### src/hdl/traffic_pkg.sv
package traffic_pkg;

    // one phase of the signal head, stepped red -> green -> yellow -> red.
    typedef enum logic [1:0] {
        PHASE_RED    = 2'd0,
        PHASE_GREEN  = 2'd1,
        PHASE_YELLOW = 2'd2
    } phase_e;

    // lamp enables of the signal head itself.
    typedef struct packed {
        logic red;
        logic yellow;
        logic green;
    } lamp_t;

    // current phase and the seconds still left in it.
    typedef struct packed {
        phase_e     phase;
        logic [3:0] digit;
    } signal_state_t;

endpackage

### src/hdl/matrix_pkg.sv
package matrix_pkg;

    typedef logic [2:0] row_idx_t;

    // bit 7 drives the leftmost LED of a row.
    typedef logic [7:0] col_t;

    typedef struct packed {
        col_t colr;
        col_t colg;
    } row_pixels_t;

    // everything that goes to the matrix pins in one clock.
    typedef struct packed {
        logic [7:0]  row;
        row_pixels_t pixels;
    } matrix_out_t;

    // the glyph sits in rows 1 to 6, rows 0 and 7 stay dark.
    function automatic col_t digit_font(input logic [3:0] digit, input row_idx_t row);
        logic [47:0] glyph;
        case (digit)
            4'd0:    glyph = {8'h3C, 8'h66, 8'h6E, 8'h76, 8'h66, 8'h3C};
            4'd1:    glyph = {8'h18, 8'h38, 8'h18, 8'h18, 8'h18, 8'h7E};
            4'd2:    glyph = {8'h3C, 8'h66, 8'h0C, 8'h18, 8'h30, 8'h7E};
            4'd3:    glyph = {8'h3C, 8'h66, 8'h0C, 8'h06, 8'h66, 8'h3C};
            4'd4:    glyph = {8'h0C, 8'h1C, 8'h2C, 8'h4C, 8'h7E, 8'h0C};
            4'd5:    glyph = {8'h7E, 8'h60, 8'h7C, 8'h06, 8'h66, 8'h3C};
            4'd6:    glyph = {8'h3C, 8'h60, 8'h7C, 8'h66, 8'h66, 8'h3C};
            4'd7:    glyph = {8'h7E, 8'h06, 8'h0C, 8'h18, 8'h30, 8'h30};
            4'd8:    glyph = {8'h3C, 8'h66, 8'h3C, 8'h66, 8'h66, 8'h3C};
            4'd9:    glyph = {8'h3C, 8'h66, 8'h66, 8'h3E, 8'h06, 8'h3C};
            default: glyph = '0;
        endcase
        if (row == 3'd0 || row == 3'd7)
        begin
            return '0;
        end
        return glyph[8 * (6 - int'(row)) +: 8];
    endfunction

endpackage

### src/hdl/phase_sequencer.sv
`timescale 1ns/100ps

module phase_sequencer
    import traffic_pkg::*;
#(
    parameter int TICK_DIV    = 1000,
    parameter int RED_TIME    = 9,
    parameter int GREEN_TIME  = 7,
    parameter int YELLOW_TIME = 3
) (
    input  logic          clk,
    input  logic          rst,
    input  logic          pause,
    output signal_state_t state,
    output lamp_t         lamps
);

    localparam int TICK_W = (TICK_DIV > 1) ? $clog2(TICK_DIV) : 1;

    logic [TICK_W-1:0] tick_cnt;
    logic              sec_tick;
    signal_state_t     state_q;

    function automatic logic [3:0] phase_time(input phase_e p);
        case (p)
            PHASE_GREEN:  return GREEN_TIME[3:0];
            PHASE_YELLOW: return YELLOW_TIME[3:0];
            default:      return RED_TIME[3:0];
        endcase
    endfunction

    function automatic phase_e next_phase(input phase_e p);
        case (p)
            PHASE_RED:   return PHASE_GREEN;
            PHASE_GREEN: return PHASE_YELLOW;
            default:     return PHASE_RED;
        endcase
    endfunction

    // only unpaused cycles count toward a second.
    assign sec_tick = !pause && (tick_cnt == TICK_W'(TICK_DIV - 1));

    always_ff @(posedge clk or posedge rst)
    begin
        if (rst)
            tick_cnt <= '0;
        else if (sec_tick)
            tick_cnt <= '0;
        else if (!pause)
            tick_cnt <= tick_cnt + 1'b1;
    end

    always_ff @(posedge clk or posedge rst)
    begin
        if (rst)
        begin
            state_q.phase <= PHASE_RED;
            state_q.digit <= RED_TIME[3:0];
        end
        else if (sec_tick)
        begin
            if (state_q.digit == 4'd1)
            begin
                state_q.phase <= next_phase(state_q.phase);
                state_q.digit <= phase_time(next_phase(state_q.phase));
            end
            else
                state_q.digit <= state_q.digit - 4'd1;
        end
    end

    assign state = state_q;

    always_comb
    begin
        lamps = '0;
        case (state_q.phase)
            PHASE_GREEN:  lamps.green  = 1'b1;
            PHASE_YELLOW: lamps.yellow = 1'b1;
            default:      lamps.red    = 1'b1;
        endcase
    end

endmodule

### src/hdl/glyph_renderer.sv
`timescale 1ns/100ps

module glyph_renderer
    import traffic_pkg::*;
    import matrix_pkg::*;
(
    input  signal_state_t state,
    input  row_idx_t      scan_row,
    output row_pixels_t   pixels
);

    col_t pattern;

    assign pattern = digit_font(state.digit, scan_row);

    // yellow has no LED of its own, it is red and green lit together.
    always_comb
    begin
        case (state.phase)
            PHASE_RED:
            begin
                pixels.colr = pattern;
                pixels.colg = '0;
            end
            PHASE_GREEN:
            begin
                pixels.colr = '0;
                pixels.colg = pattern;
            end
            PHASE_YELLOW:
            begin
                pixels.colr = pattern;
                pixels.colg = pattern;
            end
            default:
            begin
                pixels.colr = '0;
                pixels.colg = '0;
            end
        endcase
    end

endmodule

### src/hdl/matrix_driver.sv
`timescale 1ns/100ps

module matrix_driver
    import matrix_pkg::*;
#(
    parameter int SCAN_DIV = 1000
) (
    input  logic        clk,
    input  logic        rst,
    input  row_pixels_t pixels,
    output row_idx_t    scan_row,
    output matrix_out_t out
);

    localparam int SCAN_W = (SCAN_DIV > 1) ? $clog2(SCAN_DIV) : 1;

    logic [SCAN_W-1:0] scan_cnt;
    logic              row_step;
    row_idx_t          row_q;
    logic [7:0]        row_onehot;
    matrix_out_t       out_q;

    assign row_step = (scan_cnt == SCAN_W'(SCAN_DIV - 1));

    always_ff @(posedge clk or posedge rst)
    begin
        if (rst)
            scan_cnt <= '0;
        else if (row_step)
            scan_cnt <= '0;
        else
            scan_cnt <= scan_cnt + 1'b1;
    end

    // the row counter wraps from 7 back to 0 on its own.
    always_ff @(posedge clk or posedge rst)
    begin
        if (rst)
            row_q <= '0;
        else if (row_step)
            row_q <= row_q + 3'd1;
    end

    assign scan_row   = row_q;
    assign row_onehot = 8'd1 << row_q;

    // row select and columns are captured on the same edge so the pins never disagree.
    always_ff @(posedge clk or posedge rst)
    begin
        if (rst)
            out_q <= '0;
        else
        begin
            out_q.row    <= row_onehot;
            out_q.pixels <= pixels;
        end
    end

    assign out = out_q;

endmodule

### src/hdl/traffic_matrix_top.sv
`timescale 1ns/100ps

module traffic_matrix_top
    import traffic_pkg::*;
    import matrix_pkg::*;
#(
    parameter int TICK_DIV    = 1_000_000,
    parameter int RED_TIME    = 9,
    parameter int GREEN_TIME  = 7,
    parameter int YELLOW_TIME = 3,
    parameter int SCAN_DIV    = 1000
) (
    input  logic       clk,
    input  logic       rst,
    input  logic       pause,
    output lamp_t      lamps,
    output logic [7:0] row,
    output col_t       colr,
    output col_t       colg
);

    signal_state_t state;
    row_idx_t      scan_row;
    row_pixels_t   pixels;
    matrix_out_t   mat_out;

    phase_sequencer #(
        .TICK_DIV    (TICK_DIV),
        .RED_TIME    (RED_TIME),
        .GREEN_TIME  (GREEN_TIME),
        .YELLOW_TIME (YELLOW_TIME)
    ) u_sequencer (
        .clk   (clk),
        .rst   (rst),
        .pause (pause),
        .state (state),
        .lamps (lamps)
    );

    glyph_renderer u_renderer (
        .state    (state),
        .scan_row (scan_row),
        .pixels   (pixels)
    );

    matrix_driver #(
        .SCAN_DIV (SCAN_DIV)
    ) u_driver (
        .clk      (clk),
        .rst      (rst),
        .pixels   (pixels),
        .scan_row (scan_row),
        .out      (mat_out)
    );

    assign row  = mat_out.row;
    assign colr = mat_out.pixels.colr;
    assign colg = mat_out.pixels.colg;

endmodule

### config.mk
export PLATFORM = sky130hd
export DESIGN_NAME = traffic_matrix_top
export DESIGN_NICKNAME = d
export VERILOG_FILES = /design/src/hdl/traffic_pkg.sv /design/src/hdl/matrix_pkg.sv /design/src/hdl/phase_sequencer.sv /design/src/hdl/glyph_renderer.sv /design/src/hdl/matrix_driver.sv /design/src/hdl/traffic_matrix_top.sv
export SDC_FILE = /design/constraint.sdc
export NUM_CORES = 1
export LEC_CHECK = 0
export BUFFER_PORTS_ARGS = -buffer_cell sky130_fd_sc_hd__buf_2
export CAP_MARGIN = 20
export CORE_UTILIZATION = 24
export CTS_BUF_LIST = sky130_fd_sc_hd__clkbuf_8
export CTS_CLUSTER_DIAMETER = 50
export DETAILED_ROUTE_END_ITERATION = 8
export GPL_TIMING_DRIVEN = 0
export HOLD_SLACK_MARGIN = 0.15
export PLACE_DENSITY = 0.4
export SYNTH_ARGS = -nofsm -noshare
export SYNTH_HDL_FRONTEND = slang
export SYNTH_SLANG_ARGS = --single-unit
### constraint.sdc
create_clock -name clk -period 3 [get_ports clk]
set_input_delay 0.3 -clock clk [delete_from_list [all_inputs] [get_ports clk]]
set_output_delay 0.3 -clock clk [all_outputs]
set_load 0.05 [all_outputs]
* Yosys cells after proc, flatten, opt, wreduce, memory -nomap -nowiden
Memories as Yosys holds them, arrays and structs flattened.
Cells that the tools add are included.
** Operators by class
- Add/subtract/negate cells :: 5
- Equal/unequal tests :: 9
- Shift operators :: 2
- Mux-type cells :: 15
- Reductions and logical operators :: 7
** Operator list (number)
- 16-bit case mux with 3 select lines :: 1
- 48-bit by 32-bit indexed part select with 8-bit output :: 1
- 20-bit two-way mux :: 2
- 20-bit by 1-bit adder with 20-bit output, second input constant :: 1
- 20-bit == test, second input constant :: 1
- 8-bit two-way mux :: 2
- 10-bit by 1-bit adder with 10-bit output, second input constant :: 1
- 10-bit == test, second input constant :: 1
- 10-bit two-way mux :: 1
- 4-bit case mux with 2 select lines :: 1
- 1-bit by 3-bit << shifter with 8-bit output, first input constant :: 1
- 2-bit by 1-bit == test with 1-bit output, second input constant :: 2
- 2-bit == test, second input constant :: 2
- 4-bit by 1-bit == test with 1-bit output, second input constant :: 1
- 1-bit two-way mux :: 4
- 2-bit two-way mux :: 2
- 4-bit two-way mux :: 1
- 2-bit case mux with 2 select lines :: 1
- 3-bit by 3-bit subtractor with 4-bit output, first input constant :: 1
- 4-bit by 1-bit subtractor with 4-bit output, second input constant :: 1
- 3-bit by 1-bit adder with 3-bit output, second input constant :: 1
- 3-bit == test, second input constant :: 1
- 3-bit zero test :: 1
- 2-bit zero test :: 1
- other kinds (6) :: 6
** Word-level totals
- Bits in registers :: 63
- Bits in read-only memories :: 576
- Input bits :: 3
- Output and inout port bits :: 27
- Word-level logic and storage cells :: 47
- Memories kept :: 1
** Memory list
- (no name shown) :: words 16, bits a word 36, rd ports 1, clocked after memory_dff 0, wr ports 0, line matrix_pkg.sv:22 : case (digit)

* Longest topological paths before layout
Gate-level depths: netlist of the first run.
- Depth in word-level cells :: 7
- Gate-level depth with buffers :: 9
- Gate-level depth less buffers :: 8

* Cells and area by module
From an unflattened synthesis of the first run, not the netlist that was laid out.
** Second synthesis, totals
- Cell total of the unflattened synthesis :: 379
- Area total of the unflattened synthesis :: 3813.7 um2
** By module, submodules not included
- phase_sequencer :: times used 1, cells an instance 138, area an instance 1427.6 um2, sequential area each 653.1 um2
- matrix_driver :: times used 1, cells an instance 97, area an instance 1355.0 um2, sequential area each 925.9 um2
- glyph_renderer :: times used 1, cells an instance 144, area an instance 1031.0 um2, sequential area each 0.0 um2

* Worst setup path after synthesis of the first run
OpenSTA, ideal clock, no wires.
- Path type :: flip-flop to flip-flop
- Start point :: reg u_driver.row_q[0], in the netlist u_driver.scan_row[0]
- End point :: reg u_driver.out_q (netlist bit u_driver.out[6])
- Library setup time :: 0.133 ns
- Data arrival time :: 2.005 ns
- Required time :: 2.867 ns
- Slack :: 0.862 ns
- Stages on the path, launching flop included :: 10
- Buffers on the path :: 2
- Clock period less this slack :: 2.138 ns
- Path through :: dfrtp_1 > buf_4 > clkinv_1 > ha_1 > clkbuf_1 > nor2b_1 > a31o_2 > a31o_2 > o21ai_0 > nor2_1
** RTL lines
- start: declaration :: line matrix_driver.sv:19 : row_idx_t row_q;
- start signal: assignment :: line matrix_driver.sv:41 : row_q <= row_q + 3'd1;
- end: declaration :: line matrix_driver.sv:21 : matrix_out_t out_q;

==> impl_metrics.yaml, run 1 <==
yosys:
  avgSynthCellArea_sq_um: 9.53
  ys_async_sr_fraction_pct: 100
  synth_area_sq_um: 3370
  ys_seq_area_share_pct: 43.8
  synth_cells: 354
  synth_seq_cells: 59
  synth_warnings: 0
  synth-edff-count: 0
  synth_cell_types: 62
  synthTopCellsByArea: "dfrtp_1, ha_1, nor2_1"
  dominantRegCellSynth: "dfrtp_1"
  yosysTopAreaCellShare_pct: 42.3
  synth.largest_area_cell: "dfrtp_1"
timing:
  setup_violations: 0
  rsz0062_at_grt: "no"
  slew_violations: 0
  min_period_over_period_pct: 86.1
  worst_slew_pin_slew_ns: 0.655
  skew_ns: 0.0147
  tns_ns: 0
  relSlewSlack_pct: 56.0
  hold_violations: 0
  fin_crit_ns: 2.58
  clock.fmax_mhz: 387
setup_path:
  r2r-start: "u_driver.scan_row[0]$_DFFE_PP0N_"
  crit_type: "flip-flop to flip-flop"
  crit_top_cell: "nor2_1"
  crit_path_top_delay_cell: "ha_1"
  end_kind: "flip-flop"
  ff2ff_path_depth: 9
  required_ns: 3.28
  crit_path_end: "u_driver.out[3]$_DFF_PP0_"
  path_delay_family: "buffers and inverters"
  worst-path-max-fanout: 10
  max_stage_delay_ns: 0.39
  crit_start: "u_driver.scan_row[0]$_DFFE_PP0N_"
  rr_endpoint: "u_driver.out[3]$_DFF_PP0_"
  reg2reg_setup_slack_ns: 0.42
  crit_chain: "buf_4, clkinv_1, ha_1, clkbuf_1, nand2_1, nor4b_1, nor2_1, a32o_1, nor2_1"
  crit_buf_inv: 3
  critPathArrivalTime_ns: 2.86
  cp-start-kind: "flip-flop"
  cp.depth: 9
worst_hold_path:
  hold_path.class: "primary input to flip-flop"
die:
  fp.dieW_microns: 121
  dieArea_sq_um: 14500
  die_h_microns: 121
  initial_core_util_pct: 25.1
  fp-row-count: 42
  core_sq_um: 13500
  io-pin-count: 30
routing:
  wl_per_cell_microns: 13.8
  drt-initial-drc-count: 180
  drt-total-wl_microns: 7940
  ant_nets: 0
  drc_errors: 0
  vias: 2676
  avgViaCountPerCell: 4.65
  drt_first_pass_iters: 4
finish:
  fin_cells: 576
  final_cell_mix: "dfrtp_1, nor2_1, buf_2"
  area_delta_synth_final_pct: 17.4
  diodes: 0
  final_common_cell: "dfrtp_1"
  drive_gt1_share_pct: 16.5
  filler_cell_count: 1439
  fin_nets: 418
grt:
  grt_usage_pct: 12.1
  overflow: 0
  antenna_found_initial: 0
  grt_pass1_wl_microns: 13500
  grt_max_degree: 34
  grt_pass1_vias: 2649
clocking:
  tritoncts: "done"
  numClockSinks: 59
  clockBufferDepth: 2
  cts_made_buffers: 9
  clkSlewWorstSetupHoldPaths_ns: 0.07
  root_buffer: "clkbuf_8"
  ctsHtreeMaxLevel: 3
  clk_latency_ns: 0.36
place:
  dpl.hpwl_microns: 5630
  dp_cells: 559
  place.gp.congestion: 0.866
  port_buffers: 25
power:
  leakage_nw: 1.82
  p_per_area_nw_per_um2: 436
  ir_drop_v: 0.000130
  power_mw: 1.73
outcome:
  status: "finished, final reports clean"
job:
  drv_cap: 0
cells by family (layout without fill, tap and decap cells):
logic type | Yosys count | after routing | synth area share, %
DFF | 59 | 59 | 43.8
and+or+nand+nor | 142 | 142 | 22.5
AOI/OAI and AO/OA | 71 | 71 | 13.5
xor gates and xnor gates | 24 | 24 | 6.23
adders and majority gates | 20 | 20 | 7.42
other | 1 | 4 | 0.111
buffers and inverters | 32 | 75 | 4.82
muxes | 5 | 5 | 1.59
layer usage:
metal	GRT usage, %	routed length, microns	vias to the layer above
li1	-	-	1313
met1	16.0	3830	1288
met2	17.7	3540	57
met3	3.49	328	18
met4	6.56	239	0
met5	0	0	-
synth_stat cells (4+ instances only):
library cell and number:
buf_4 5, dfrtp_1 57, nand2_1 28, buf_2 7, nand3_1 16, clkbuf_1 5
nand2b_1 11, inv_1 12, nand4_1 8, nor2b_1 7, xnor2_1 14, nor3_1 8
a31oi_1 4, a21oi_1 19, and3_1 7, nor2_1 33, o21ai_0 18, xor2_1 10
ha_1 20, and2_1 7
where the power goes:
| group | internal, mW | switching, mW |
|---|---|---|
| registers | 0.835 | 0.0422 |
| logic | 0.0471 | 0.0649 |
| clock network | 0.419 | 0.319 |
tightest hold or removal path: cells and delay by family:
kind	cells	cell delay [ns]
and+or+nand+nor	2	0.10
buffers and inverters	1	0.13
state kept, by name, indices dropped and copies added (netlist names):
| signal | cells |
|---|---|
| u_driver.out | 20 |
| u_sequencer.state | 6 |
| u_driver.scan_cnt | 10 |
| u_driver.scan_row | 3 |
| u_sequencer.tick_cnt | 20 |
metrics by stage:
stage / cell area, sq um / hold WS [ns] / setup slack (ns) / utilization (%)
after global routing: 3960 / 0.241 / 0.101 / 29.4
after floorplan: 3390 / 0.407 / 0.862 / -
after global placement: 3730 / 0.470 / 0.197 / 27.7
after CTS: 3960 / 0.196 / 0.241 / 29.4
after detailed placement: 3750 / 0.423 / 0.238 / 27.9
final: 3960 / 0.218 / 0.417 / 29.4
how the worst min path moves through the flow:
stage	start	to	depth (start not counted)
2_1_floorplan	pause	u_sequencer.tick_cnt[1]$_DFFE_PP0P_	1
3_3_place_gp	u_driver.scan_cnt[9]$_DFF_PP0_	u_driver.scan_cnt[9]$_DFF_PP0_	1
3_5_place_dp	rst	u_driver.scan_cnt[7]$_DFF_PP0_	2
4_1_cts	pause	u_sequencer.tick_cnt[0]$_DFFE_PP0P_	3
5_1_grt	pause	u_sequencer.tick_cnt[0]$_DFFE_PP0P_	3
6_report	pause	u_sequencer.tick_cnt[0]$_DFFE_PP0P_	3
layout make-up:
class                   instances  area [sq um]  area share [%]
plain buffers                  19           115            2.91
clock buffers                  11           151            3.82
clock inverters                 5          46.3            1.17
inverters                      13          48.8            1.23
multi-input cells             266          1740            44.0
flip-flops and latches         59          1480            37.3
well taps                     176           220            5.56
repair buffers                 27           155            3.92
timing repair:
item,CTS,global route
endpoints found under the setup margin,0,4
hold buffers,1,0
endpoints found under the hold margin,26,0
setup buffers,0,0
gates resized for setup,0,2
Power figures use the tool's default switching activity.
==> run 2, diff against run 1 <==
--- a/config.mk
+++ b/config.mk
@@ -13,7 +13,6 @@
 export DETAILED_ROUTE_END_ITERATION = 8
 export GPL_TIMING_DRIVEN = 0
 export HOLD_SLACK_MARGIN = 0.15
-export PLACE_DENSITY = 0.4
 export SYNTH_ARGS = -nofsm -noshare
 export SYNTH_HDL_FRONTEND = slang
 export SYNTH_SLANG_ARGS = --single-unit
==> run 2 against run 1 <==
Final area barely moved. Fmax down 2.7%. Critical path depth decreased by 1. Largest power group unchanged.
==> impl_metrics.yaml, run 2 (synthesis results as in run 1) <==
power:
  power_frac_comb_pct: 6.6
  ir_drop_v: 0.000189
  p_int_mw: 1.28
  seq_power_share_pct: 51.1
  switching_share_pct: 25.2
  p_per_area_nw_per_um2: 432
  p_sw_uw: 430
  leakage_nw: 1.81
  power_mw: 1.71
  clkPwrFrac_pct: 42.3
setup_path:
  required_ns: 3.26
  end_kind: "flip-flop"
  crit_type: "flip-flop to flip-flop"
  critPathArrivalTime_ns: 2.91
  crit_path_top_delay_cell: "a221o_1"
  crit_buf_inv: 4
  cp-start-kind: "flip-flop"
  r2r-start: "u_driver.scan_row[0]$_DFFE_PP0N_"
  crit_chain: "buf_4, clkinv_1, ha_1, clkbuf_1, clkbuf_2, o311ai_1, a221o_1, nor2_1"
  crit_start: "u_driver.scan_row[0]$_DFFE_PP0N_"
  path_delay_family: "buffers and inverters"
  worst-path-max-fanout: 10
  max_stage_delay_ns: 0.41
finish:
  area_delta_synth_final_pct: 17.2
  drive_gt1_share_pct: 17.0
  final_cell_mix: "dfrtp_1, nor2_1, buf_2"
  multiInputGateArea_sq_um: 1740
  diodes: 0
  final_common_cell: "dfrtp_1"
  fin_nets: 418
  final_util_pct: 29.4
  filler_cell_count: 1446
  seq_area_sq_um: 1480
timing:
  setup_violations: 0
  rsz0062_at_grt: "no"
  relSlewSlack_pct: 51.3
  fin_crit_ns: 2.65
  skew_ns: 0.00920
  min_period_over_period_pct: 88.5
  worst_slew_pin_slew_ns: 0.725
  clock.fmax_mhz: 377
  tns_ns: 0
  hold_violations: 0
  slew_violations: 0
grt:
  grt_max_degree: 34
  grt_pass1_vias: 2672
  grt_usage_pct: 11.5
  grt_pass1_wl_microns: 13100
  antenna_found_initial: 0
  overflow: 0
clocking:
  tritoncts: "done"
  post-cts-setup-buffers: 0
  numClockSinks: 59
  clockBufferDepth: 2
  root_buffer: "clkbuf_8"
  clk_latency_ns: 0.33
  clkSlewWorstSetupHoldPaths_ns: 0.07
  ctsHtreeMaxLevel: 3
  cts_made_buffers: 9
job:
  drv_cap: 0
routing:
  ant_nets: 0
  drt-initial-drc-count: 257
  vias: 2679
  wl_per_cell_microns: 13.4
  avgViaCountPerCell: 4.65
  drc_errors: 0
  drt-total-wl_microns: 7710
  drt_first_pass_iters: 5
die:
  io-pin-count: 30
  fp.dieW_microns: 121
  dieArea_sq_um: 14500
  fp-row-count: 42
  initial_core_util_pct: 25.1
  die_h_microns: 121
  core_sq_um: 13500
worst_hold_path:
  hold_path.class: "primary input to flip-flop"
  hold_start: "pause"
place:
  place.gp.congestion: 0.936
  port_buffers: 25
  dpl.hpwl_microns: 5560
outcome:
  status: "finished, final reports clean"
[run 2: cell types whose count changed in the layout (fill, tap and decap cells not counted), sizes merged]
cell / delta
clkbuf: -1
clkinv: +2
clkinvlp: +1
inv: -2
[run 2: stage by stage]
stage | setup slack (ns) | cell area [sq um] | hold WS, ns | std cells
6_report | 0.346 | 3960 | 0.239 | 576
2_1_floorplan | 0.862 | 3390 | 0.407 | 357
3_5_place_dp | 0.215 | 3750 | 0.415 | 559
3_3_place_gp | 0.182 | 3730 | 0.467 | 558
5_1_grt | 0.105 | 3960 | 0.228 | 576
4_1_cts | 0.188 | 3960 | 0.228 | 576
[run 2: final cells by class]
type / instances / share of cell area, %
plain buffers: 19 / 2.91
clock buffers: 10 / 3.48
clock inverters: 6 / 1.42
inverters: 13 / 1.23
multi-input cells: 266 / 44.1
flip-flops and latches: 59 / 37.4
well taps: 176 / 5.57
repair buffers: 27 / 3.92
[run 2: final timing paths]
path | slack, ns | depth (start not counted) | endpoint
min in group asynchronous | 0.59 | 3 | u_driver.scan_cnt[4]$_DFF_PP0_
max reg2reg | 0.35 | 8 | u_driver.out[10]$_DFF_PP0_
min reg2reg | 0.48 | 1 | u_driver.scan_cnt[9]$_DFF_PP0_
min | 0.24 | 3 | u_sequencer.tick_cnt[0]$_DFFE_PP0P_
max | 0.35 | 8 | u_driver.out[10]$_DFF_PP0_
max in group asynchronous | 1.75 | 4 | u_sequencer.state[0]$_DFFE_PP1P_
[run 2: power by group through the flow]
stage | clock [mW] | combinational (mW) | sequential, mW
CTS | 0.747 | 0.117 | 0.874
global placement | 0 | 0.108 | 0.888
floorplan | 0 | 0.0945 | 0.881
finish | 0.724 | 0.113 | 0.874
detailed placement | 0 | 0.117 | 0.888
global route | 0.785 | 0.133 | 0.881
[run 2: repair_timing]
item                                   CTS  global route
resized for setup                        0             2
hold buffers                             1             0
setup endpoints to repair                0             5
endpoints found under the hold margin   26             0
[run 2: worst min-delay path: cells and delay by family]
kind / cells / cell delay, ns
and+or+nand+nor: 2 / 0.11
buffers and inverters: 1 / 0.13
[run 2: metal layers]
metal | track usage (%) | routed length (microns) | vias up
li1 | - | - | 1319
met2 | 19.0 | 3690 | 61
met5 | 0 | 0 | -
met4 | 4.40 | 93 | 0
met3 | 2.83 | 331 | 7
met1 | 14.5 | 3590 | 1292
